===== src/design/motion_pkg.sv =====
// motion types shared by the encoder and step counters, the command decoder and the testbench
package motion_pkg;

  // signed position count, wraps at 32 bits
  typedef logic signed [31:0] count_t;

  // per-event scale factor, unsigned
  typedef logic [7:0] mult_t;

  // multiplier values after system reset
  localparam mult_t QUAD_MULT_RST = 8'd4;
  localparam mult_t STEP_MULT_RST = 8'd5;

  // quadrature encoder channels
  typedef struct packed {
    logic a;
    logic b;
  } enc_pins_t;

  // step/direction input pair
  // dir high counts up
  typedef struct packed {
    logic step;
    logic dir;
  } step_pins_t;

endpackage


===== src/design/spi_cmd_pkg.sv =====
// SPI command set, frame layout and reply word used by the receiver, decoder and testbench
package spi_cmd_pkg;

  // bits per frame, opcode byte then 32-bit argument
  localparam int FRAME_BITS = 40;

  // bit counter wide enough to hold FRAME_BITS
  localparam int FRAME_CNT_W = $clog2(FRAME_BITS + 1);

  // host opcodes
  typedef enum logic [7:0] {
    OP_RD_STEP      = 8'd1,
    OP_RD_QUAD      = 8'd2,
    OP_ECHO         = 8'd3,
    OP_WR_QUAD_MULT = 8'd4,
    OP_WR_STEP_MULT = 8'd5,
    OP_RD_QUAD_MULT = 8'd6,
    OP_RD_STEP_MULT = 8'd7,
    OP_APP_HOLD     = 8'd8,
    OP_APP_RUN      = 8'd9,
    OP_WR_LED       = 8'd10,
    OP_RD_APP       = 8'd14,
    OP_RD_FAULT     = 8'd15
  } opcode_t;

  // one received frame, opcode in the upper byte
  typedef struct packed {
    opcode_t     opcode;
    logic [31:0] arg;
  } spi_frame_t;

  // reply word shifted out during the next frame
  typedef logic [31:0] resp_t;

  // reply for opcodes that are not recognized
  localparam resp_t RESP_DEFAULT = 32'd1234567890;

  // raw SPI slave pins
  typedef struct packed {
    logic sck;
    logic ssel;
    logic mosi;
  } spi_pins_t;

endpackage


===== src/design/cmd_decoder.sv =====
// command decoder holding the configuration registers and selecting the SPI reply word
`timescale 1ns/1ps

module cmd_decoder (
  input  logic                    clk,
  input  logic                    resetn,
  input  spi_cmd_pkg::spi_frame_t frame,
  input  logic                    req,
  output logic                    ack,
  output spi_cmd_pkg::resp_t      resp,
  input  motion_pkg::count_t      quad_count,
  input  motion_pkg::count_t      step_count,
  input  logic                    fault,
  output motion_pkg::mult_t       quad_mult,
  output motion_pkg::mult_t       step_mult,
  output logic                    app_resetn,
  output logic [7:0]              leds
);

  import motion_pkg::*;
  import spi_cmd_pkg::*;

  // one execution per request, on its first cycle
  logic exec;

  assign exec = req & ~ack;

  // ack side of the handshake
  // rises one cycle after req, falls once req has dropped
  always_ff @(posedge clk)
  begin
    if (!resetn)
    begin
      ack <= 1'b0;
    end
    else if (exec)
    begin
      ack <= 1'b1;
    end
    else if (!req && ack)
    begin
      ack <= 1'b0;
    end
  end

  // register writes and reply selection
  // writes and app control keep the previous reply
  always_ff @(posedge clk)
  begin
    if (!resetn)
    begin
      resp       <= RESP_DEFAULT;
      quad_mult  <= QUAD_MULT_RST;
      step_mult  <= STEP_MULT_RST;
      app_resetn <= 1'b1;
      leds       <= 8'h00;
    end
    else if (exec)
    begin
      case (frame.opcode)
        OP_RD_STEP:      resp <= resp_t'(step_count);
        OP_RD_QUAD:      resp <= resp_t'(quad_count);
        OP_ECHO:         resp <= frame.arg;
        OP_WR_QUAD_MULT: quad_mult <= frame.arg[7:0];
        OP_WR_STEP_MULT: step_mult <= frame.arg[7:0];
        OP_RD_QUAD_MULT: resp <= {24'h000000, quad_mult};
        OP_RD_STEP_MULT: resp <= {24'h000000, step_mult};
        // hold clears counts and fault but not the multipliers
        OP_APP_HOLD:     app_resetn <= 1'b0;
        OP_APP_RUN:      app_resetn <= 1'b1;
        OP_WR_LED:       leds <= frame.arg[7:0];
        OP_RD_APP:       resp <= {31'h00000000, app_resetn};
        OP_RD_FAULT:     resp <= {31'h00000000, fault};
        default:         resp <= RESP_DEFAULT;
      endcase
    end
  end

endmodule


===== src/design/input_sync.sv =====
// two-stage synchronizer for a group of asynchronous pins, instantiated per pin group in the top
`timescale 1ns/1ps

module input_sync #(
  parameter type T = logic
) (
  input  logic clk,
  input  logic resetn,
  input  T     d,
  output T     q
);

  // first stage, may go metastable
  T meta;

  always_ff @(posedge clk)
  begin
    if (!resetn)
    begin
      meta <= '0;
      q    <= '0;
    end
    else
    begin
      // whole group moves together
      meta <= d;
      q    <= meta;
    end
  end

endmodule


===== src/design/motion_ctrl_top.sv =====
// top level of the SPI motion-feedback controller, wires pin synchronizers, receiver, counters and decoder
`timescale 1ns/1ps

module motion_ctrl_top (
  input  logic                   clk,
  input  logic                   resetn,
  input  motion_pkg::enc_pins_t  enc,
  input  motion_pkg::step_pins_t step_pins,
  input  spi_cmd_pkg::spi_pins_t spi_in,
  output logic                   miso,
  output logic [7:0]             leds,
  output logic                   faultn,
  output logic                   app_running
);

  import motion_pkg::*;
  import spi_cmd_pkg::*;

  // synchronized pin groups
  enc_pins_t  enc_s;
  step_pins_t step_s;
  spi_pins_t  spi_s;

  // receiver to decoder handshake
  spi_frame_t frame;
  logic       req;
  logic       ack;
  resp_t      resp;

  // counter data and control
  count_t quad_count;
  count_t step_count;
  mult_t  quad_mult;
  mult_t  step_mult;
  logic   fault;
  logic   app_resetn;
  logic   cnt_resetn;

  // counters clear on system reset or while the application is held
  assign cnt_resetn = resetn & app_resetn;

  assign faultn      = ~fault;
  assign app_running = app_resetn;

  input_sync #(.T(enc_pins_t)) enc_sync (
    .clk    (clk),
    .resetn (resetn),
    .d      (enc),
    .q      (enc_s)
  );

  input_sync #(.T(step_pins_t)) step_sync (
    .clk    (clk),
    .resetn (resetn),
    .d      (step_pins),
    .q      (step_s)
  );

  input_sync #(.T(spi_pins_t)) spi_sync (
    .clk    (clk),
    .resetn (resetn),
    .d      (spi_in),
    .q      (spi_s)
  );

  spi_frame_rx u_spi_frame_rx (
    .clk    (clk),
    .resetn (resetn),
    .pins   (spi_s),
    .resp   (resp),
    .miso   (miso),
    .frame  (frame),
    .req    (req),
    .ack    (ack)
  );

  quad_decoder u_quad_decoder (
    .clk        (clk),
    .app_resetn (cnt_resetn),
    .ab         (enc_s),
    .mult       (quad_mult),
    .count      (quad_count),
    .fault      (fault)
  );

  step_counter u_step_counter (
    .clk        (clk),
    .app_resetn (cnt_resetn),
    .pins       (step_s),
    .mult       (step_mult),
    .count      (step_count)
  );

  cmd_decoder u_cmd_decoder (
    .clk        (clk),
    .resetn     (resetn),
    .frame      (frame),
    .req        (req),
    .ack        (ack),
    .resp       (resp),
    .quad_count (quad_count),
    .step_count (step_count),
    .fault      (fault),
    .quad_mult  (quad_mult),
    .step_mult  (step_mult),
    .app_resetn (app_resetn),
    .leds       (leds)
  );

endmodule


===== src/design/quad_decoder.sv =====
// quadrature encoder decoder with scaled up/down count and sticky illegal-transition fault
`timescale 1ns/1ps

module quad_decoder (
  input  logic                  clk,
  input  logic                  app_resetn,
  input  motion_pkg::enc_pins_t ab,
  input  motion_pkg::mult_t     mult,
  output motion_pkg::count_t    count,
  output logic                  fault
);

  import motion_pkg::*;

  // current and previous encoder state
  enc_pins_t cur_ab;
  enc_pins_t prev_ab;

  // which channels changed between the two states
  logic [1:0] diff;
  logic       one_step;
  logic       both_flip;
  logic       up;

  // multiplier widened to the count type, zero extended
  count_t delta;

  assign diff      = cur_ab ^ prev_ab;
  assign one_step  = ^diff;
  assign both_flip = &diff;

  // forward order 00 -> 10 -> 11 -> 01 -> 00 with {a,b}
  // for a single-bit change the direction is prev.b xor cur.a
  assign up = prev_ab.b ^ cur_ab.a;

  assign delta = count_t'(mult);

  // state tracker
  // in hold both stages follow the pins, so release gives no false step
  always_ff @(posedge clk)
  begin
    if (!app_resetn)
    begin
      cur_ab  <= ab;
      prev_ab <= ab;
    end
    else
    begin
      cur_ab  <= ab;
      prev_ab <= cur_ab;
    end
  end

  // scaled position count
  always_ff @(posedge clk)
  begin
    if (!app_resetn)
    begin
      count <= '0;
    end
    else if (one_step)
    begin
      if (up)
      begin
        count <= count + delta;
      end
      else
      begin
        count <= count - delta;
      end
    end
  end

  // both channels moved in one sample, count is no longer trusted
  // stays set until the application is held in reset
  always_ff @(posedge clk)
  begin
    if (!app_resetn)
    begin
      fault <= 1'b0;
    end
    else if (both_flip)
    begin
      fault <= 1'b1;
    end
  end

endmodule


===== src/design/spi_frame_rx.sv =====
// SPI mode 0 slave that assembles 40-bit frames, shifts replies out and hands frames to the decoder
`timescale 1ns/1ps

module spi_frame_rx (
  input  logic                   clk,
  input  logic                   resetn,
  input  spi_cmd_pkg::spi_pins_t  pins,
  input  spi_cmd_pkg::resp_t      resp,
  output logic                   miso,
  output spi_cmd_pkg::spi_frame_t frame,
  output logic                   req,
  input  logic                   ack
);

  import spi_cmd_pkg::*;

  // previous synchronized sck and ssel for edge detection
  logic sck_d;
  logic ssel_d;

  logic sck_rise;
  logic sck_fall;
  logic ssel_fall;
  logic ssel_rise;

  // receive shift register and bit count for the current frame
  logic [FRAME_BITS-1:0]  shift_in;
  logic [FRAME_CNT_W-1:0] bit_cnt;

  // reply shift register, MSB on miso
  resp_t shift_out;

  // pins are already synchronized, one more flop gives the edges
  assign sck_rise  = pins.sck & ~sck_d;
  assign sck_fall  = ~pins.sck & sck_d;
  assign ssel_fall = ~pins.ssel & ssel_d;
  assign ssel_rise = pins.ssel & ~ssel_d;

  assign miso = shift_out[31];

  always_ff @(posedge clk)
  begin
    if (!resetn)
    begin
      sck_d  <= 1'b0;
      ssel_d <= 1'b0;
    end
    else
    begin
      sck_d  <= pins.sck;
      ssel_d <= pins.ssel;
    end
  end

  // mosi capture, only while selected
  always_ff @(posedge clk)
  begin
    if (sck_rise && !pins.ssel)
    begin
      shift_in <= {shift_in[FRAME_BITS-2:0], pins.mosi};
    end
  end

  // bit count, cleared at the start of each frame and held at its top value
  always_ff @(posedge clk)
  begin
    if (!resetn)
    begin
      bit_cnt <= '0;
    end
    else if (ssel_fall)
    begin
      bit_cnt <= '0;
    end
    else if (sck_rise && !pins.ssel && (bit_cnt != '1))
    begin
      bit_cnt <= bit_cnt + 1'b1;
    end
  end

  // reply is taken when the host selects us, then sent MSB first
  // zeros follow once all 32 bits are out
  always_ff @(posedge clk)
  begin
    if (!resetn)
    begin
      shift_out <= '0;
    end
    else if (ssel_fall)
    begin
      shift_out <= resp;
    end
    else if (sck_fall && !pins.ssel)
    begin
      shift_out <= {shift_out[30:0], 1'b0};
    end
  end

  // frame hand-off, req side of the four-phase handshake
  // a frame of the wrong length or one arriving mid-handshake is dropped
  always_ff @(posedge clk)
  begin
    if (!resetn)
    begin
      req <= 1'b0;
    end
    else if (req)
    begin
      if (ack)
      begin
        req <= 1'b0;
      end
    end
    else if (ssel_rise && !ack && (bit_cnt == FRAME_CNT_W'(FRAME_BITS)))
    begin
      req <= 1'b1;
    end
  end

  // frame only changes while no request is outstanding
  always_ff @(posedge clk)
  begin
    if (!req && ssel_rise && !ack && (bit_cnt == FRAME_CNT_W'(FRAME_BITS)))
    begin
      frame <= spi_frame_t'(shift_in);
    end
  end

endmodule


===== src/design/step_counter.sv =====
// step/direction position counter that adds or subtracts the step multiplier per step pulse
`timescale 1ns/1ps

module step_counter (
  input  logic                   clk,
  input  logic                   app_resetn,
  input  motion_pkg::step_pins_t pins,
  input  motion_pkg::mult_t      mult,
  output motion_pkg::count_t     count
);

  import motion_pkg::*;

  // two delayed copies of the pin pair, newest first
  step_pins_t pins_d1;
  step_pins_t pins_d2;

  logic   step_rise;
  count_t delta;

  // step pulse starts on the low to high edge
  assign step_rise = pins_d1.step & ~pins_d2.step;

  // zero extended, multiplier is never negative
  assign delta = count_t'(mult);

  // edge register
  // held equal in reset so leaving hold does not count a step
  always_ff @(posedge clk)
  begin
    if (!app_resetn)
    begin
      pins_d1 <= pins;
      pins_d2 <= pins;
    end
    else
    begin
      pins_d1 <= pins;
      pins_d2 <= pins_d1;
    end
  end

  // dir sampled together with the step edge
  always_ff @(posedge clk)
  begin
    if (!app_resetn)
    begin
      count <= '0;
    end
    else if (step_rise)
    begin
      if (pins_d1.dir)
      begin
        count <= count + delta;
      end
      else
      begin
        count <= count - delta;
      end
    end
  end

endmodule


===== config.mk =====
export PLATFORM = sky130hd
export DESIGN_NAME = motion_ctrl_top
export DESIGN_NICKNAME = d
export VERILOG_FILES = /design/src/design/motion_pkg.sv /design/src/design/spi_cmd_pkg.sv /design/src/design/cmd_decoder.sv /design/src/design/input_sync.sv /design/src/design/motion_ctrl_top.sv /design/src/design/quad_decoder.sv /design/src/design/spi_frame_rx.sv /design/src/design/step_counter.sv
export SDC_FILE = /design/constraint.sdc
export NUM_CORES = 1
export LEC_CHECK = 0
export BUFFER_PORTS_ARGS = -buffer_cell sky130_fd_sc_hd__buf_2
export CORE_MARGIN = 2
export CORE_UTILIZATION = 50
export CTS_BUF_LIST = sky130_fd_sc_hd__clkbuf_4 sky130_fd_sc_hd__clkbuf_8 sky130_fd_sc_hd__clkbuf_16
export DETAILED_ROUTE_END_ITERATION = 10
export PLACE_DENSITY = 0.68
export SLEW_MARGIN = 40
export SYNTH_ARGS = -nofsm -noshare
export SYNTH_HDL_FRONTEND = slang
export SYNTH_HIERARCHICAL = 1
export SYNTH_SLANG_ARGS = --single-unit

===== constraint.sdc =====
create_clock -name clk -period 4 [get_ports clk]
set_input_delay 0.8 -clock clk [delete_from_list [all_inputs] [get_ports clk]]
set_output_delay 0.8 -clock clk [all_outputs]
set_load 0.005 [all_outputs]

==> metrics.sh <==
HOLD-PATH-ENDPOINT='u_step_counter/pins_d1[0]'
POWER.SWITCHING_FRACTION=0.3250
GRT_START_MAX_NET_PINS=70
WORST_IR_DROP_VDD_mV=0.4810
HOLD_PATH.CLASS='reg2reg'
MOST_USED_DFF_POST_SYNTH='dfxtp_1'
CELLPOWERDENSITY_nW_PER_UM2=538.3
GP_CONGESTION=0.8919
SYNTH_AREA_LEADER_CELL='dfxtp_1'
CRIT_TOP_CELL='ha_1'
VIA_COUNT_OF_THE_FIRST_GLOBAL_ROUTING_PASS=10310
SYN_NETS=1478
FINALCRITPERIODSHARE=0.9429
VIAS_PER_CELL=5.885
INITIAL_ANTENNA_VIOLATION_COUNT=0
PORT_BUFFER_CELLS=19
SYNTH.CELL_AREA_UM2=14150
SETUP_VIOLATIONS=0
VIA_COUNT=10660
FIRSTDRTPASSITERS=7
INTPOWER_W=0.005714
POST-SYNTH-TOP-AREA-FRACTION=0.2617
WORST_SLEW_PIN_SLEW_NS=0.8382
CLKLATENCYLATEPIN_NS=0.56
SYNTH_CELL_TYPES=91
FP-ROW-COUNT=61
ASYNCSETRESETFLOPFRACSYNTH=0
SETUP.WORST_PATH.CLASS='reg2reg'
POWER_FRAC_SEQ=0.374
AREAGROWTHSYNTHTOFINISH_PCT=11.10
GRT_OVERFLOW_TOTAL=0
CHIPWIDTH_UM=172.2
SLEW_HEADROOM=0.4388
TRITONCTS_CLOCK_TREE='built'
DP_HPWL_MM=23.58
TIMING.CRITICAL_PATH.FANOUT_MAX=6
SYNTH-EDFF-COUNT=80
DETAILEDROUTE.FIRSTITERATIONVIOLATIONS=768
HOLD_PATH.STARTPOINT='step_sync/q[0]'
KIND_OF_LAUNCH_POINT_OF_THE_WORST_SETUP_PATH='flip-flop'
CTS_MAX_LEVEL=1
TOTAL_INSTANCE_COUNT_AFTER_DETAILED_PLACEMENT=1755
NFILLCELLS=2406
P_SW_W=0.002751
SYNTH_WARNINGS=6
STARTING_UTILIZATION_OF_THE_CORE_AREA=0.5081
SYNTH_SEQUENTIAL_AREA_RATIO=0.4314
TIMING.CRITICAL_PATH.SLOWEST_STAGE_CELL='or4_4'
AVGSYNTHCELLAREA_UM2=10.12
NUM-NETS-FINAL=1489
OVERALL_ROUTING_RESOURCE_USAGE=0.2303
FINAL.SETUP_SKEW_NS=0.01413
WIRE_LENGTH_OF_THE_FIRST_GLOBAL_ROUTING_PASS_MM=54.25
MAX_CAP_VIOL_COUNT=0
MAX_SLEW_VIO_COUNT=0
DESIGN.DIE.AREA_UM2=29670
SYNTH.TOP_CELLS.BY_COUNT='dfxtp_1, nand2_1, edfxtp_1'
WORST-ENDPOINT-ARRIVAL_NS=4.25
RUN_STATUS='finished clean'
CP_TOP_FAMILY='simple AND/OR/NAND/NOR gates'
PLACEDINSTANCEAREA_UM2=14700
NUMBER_OF_BUFFERS_ON_THE_LONGEST_CLOCK_PATH=3
ROUTE.DETAILED.DRC=0
NUM_ANTENNA_CELLS=0
FINAL_CELL_COUNT_NO_FILL=1811
CRITPATHCAPTURETYPE='flip-flop'
SLOWEST_DELAY_NS=0.55
CLOCK_SINKS=265
POWER.SHARE.COMBINATIONAL=0.307
POSTLAYOUTCOREUTIL=0.5645
CLK_ROOT_BUFFER_CELL='clkbuf_16'
REPORT.POWER.TOTAL_W=0.008465
RR_ENDPOINT='u_step_counter/count[31]'
DIE_H_UM=172.2
SYNTH-SEQ-CELLS=265
SHARE_CLK_OF_TOTAL_POWER=0.320
DRT-WIRELENGTH-PER-CELL_UM=18.70
CRITPATHBUFINV=0
DESIGN_AREA_UM2=15730
CTS.HOLD.BUFFERS_ADDED=0
TOTALWIRELENGTH_MM=33.87
REG2REG_SLACK_NS=0.23
NETLIST_INSTANCES=1399
CLK_TRANSITION_REPORTED_PATHS_NS=0.06
CRIT_CHAIN='nor3_1, and3_2, nor3b_1, ha_1, mux2_2, ha_1, nand3_2, or4_4, o211ai_2, a31o_2, a211oi_1, o21a_1, o21ai_1, mux2i_1'
CELL_WITH_THE_MOST_INSTANCES_AFTER_SYNTHESIS='dfxtp_1'
DRTANTENNAVIOLNETS=0
FINAL_LAYOUT_SIZE_SUFFIX_GT1_FRAC=0.1326
CTS_BUFFERS=29
FMAXACHIEVABLE_MHz=265.1
WORSTPATHREQUIRED_NS=4.48
SYNTHTOPCELLSBYAREA='dfxtp_1, edfxtp_1, ha_1, mux2i_1, nand2_1'
HOLDPATHSTAGES=0
TOTAL_LEAKAGE_POWER_nW=6.548
AREA_OF_THE_CORE_REGION_UM2=27860
SETUP_SLACK_NS=0.2284
POST-PLACE-WS_NS=0.1093
HOLD_VIOLATIONS=0
WORST-R2R-CELL-COUNT=14
IO_PINS=20
FINAL.MIN_CLOCK_PERIOD_NS=3.772
R2R-START='u_cmd_decoder/step_mult[4]'
-- power by group through the flow --
stage	registers (W)	logic (W)	clock network (W)
after floorplan	0.00311	0.00209	0
after global placement	0.00323	0.00249	0
after detailed placement	0.00323	0.00253	0
after CTS	0.00317	0.00255	0.00276
after global routing	0.00319	0.00288	0.00288
final	0.00316	0.00260	0.00271
-- timing repair --
item | 4_1_cts | 5_1_grt
endpoints found under the setup margin | 0 | 10
setup buffers | 0 | 1
resized for setup | 0 | 4
-- cell families after synthesis --
logic type,count (synthesis),share of synthesized area
buffers and inverters,104,0.02988
and+or+nand+nor,413,0.1583
DFF,265,0.4314
AOI/OAI and AO/OA,384,0.2003
muxes,106,0.08098
adders and majority gates,73,0.06515
xor gates and xnor gates,54,0.03395
-- per-stage QoR --
stage,hold slack (ns),TNS [ns]
after detailed placement,0.3175,0
after CTS,0.3312,0
after global placement,0.3105,0
final,0.3283,0
after global routing,0.3325,-0.0002536
after floorplan,0.3096,0
-- metal layers --
layer / vias to the layer above / wire, µm / global-route usage
met2: 237 / 16270 / 0.3929
li1: 5237 / - / -
met5: - / 0 / 0
met3: 65 / 1333 / 0.02174
met1: 5118 / 15100 / 0.3060
met4: 0 / 1166 / 0.08221
-- flip-flops by register name, summed over array words and instances (netlist names), 2 cells and up --
signal,cells
enc_sync/meta,2
enc_sync/q,2
spi_sync/meta,3
spi_sync/q,3
step_sync/meta,2
step_sync/q,2
u_cmd_decoder/leds,8
u_cmd_decoder/quad_mult,8
u_cmd_decoder/resp,32
u_cmd_decoder/step_mult,8
u_quad_decoder/count,32
u_quad_decoder/cur_ab,2
u_quad_decoder/prev_ab,2
u_spi_frame_rx/bit_cnt,6
u_spi_frame_rx/frame,40
u_spi_frame_rx/shift_in,40
u_spi_frame_rx/shift_out,32
u_step_counter/count,32
u_step_counter/pins_d1,2
-- worst max path at each step --
stage	startpoint	endpoint	slack, ns	cells after the start
after global placement	u_cmd_decoder/quad_mult[2]	u_quad_decoder/count[31]	0.20	14
after CTS	u_cmd_decoder/quad_mult[4]	u_quad_decoder/count[31]	0.04	14
after floorplan	u_cmd_decoder/quad_mult[2]	u_quad_decoder/count[31]	0.19	14
after global routing	u_cmd_decoder/step_mult[4]	u_step_counter/count[31]	-0.0003	14
after detailed placement	u_cmd_decoder/quad_mult[3]	u_quad_decoder/count[31]	0.11	14
final	u_cmd_decoder/step_mult[4]	u_step_counter/count[31]	0.23	14
-- worst register-to-register path, delay by kind of cell, from the launching register on --
kind / cells / cell delay [ns]
simple gates: 5 / 1.41
compound gates: 5 / 0.85
fa+ha+maj: 2 / 0.65
mux: 2 / 0.45
flops: 1 / 0.34
-- layout by cell type (no fill, tap or decap), types with 28 or more instances in the layout --
cell type  synthesis  routed
dfxtp_1          185     185
nand2_1          133     133
edfxtp_1          80      80
ha_1              68      67
o21ai_0           66      66
mux2i_1           65      65
a21oi_1           62      61
and2_1            39      38
mux2_2            38      38
nor2b_1           39      36
nand3_1           36      36
a21o_1            36      36
o211a_1           35      35
inv_1             34      34
nor2_1            34      34
clkbuf_16          0      29
buf_4              3      29
xnor2_1           28      28
-- cell type report --
type	instances	area (µm²)	share of cell area
clock buffer	42	842.1	0.05355
clock inverter	12	140.1	0.008911
inverter	34	127.6	0.008116
multi-input combinational	1030	7692	0.4892
sequential	265	6106	0.3883
tap	378	473.0	0.03008
timing repair buffer	50	344.1	0.02188
(Power assumes the default switching activity.)
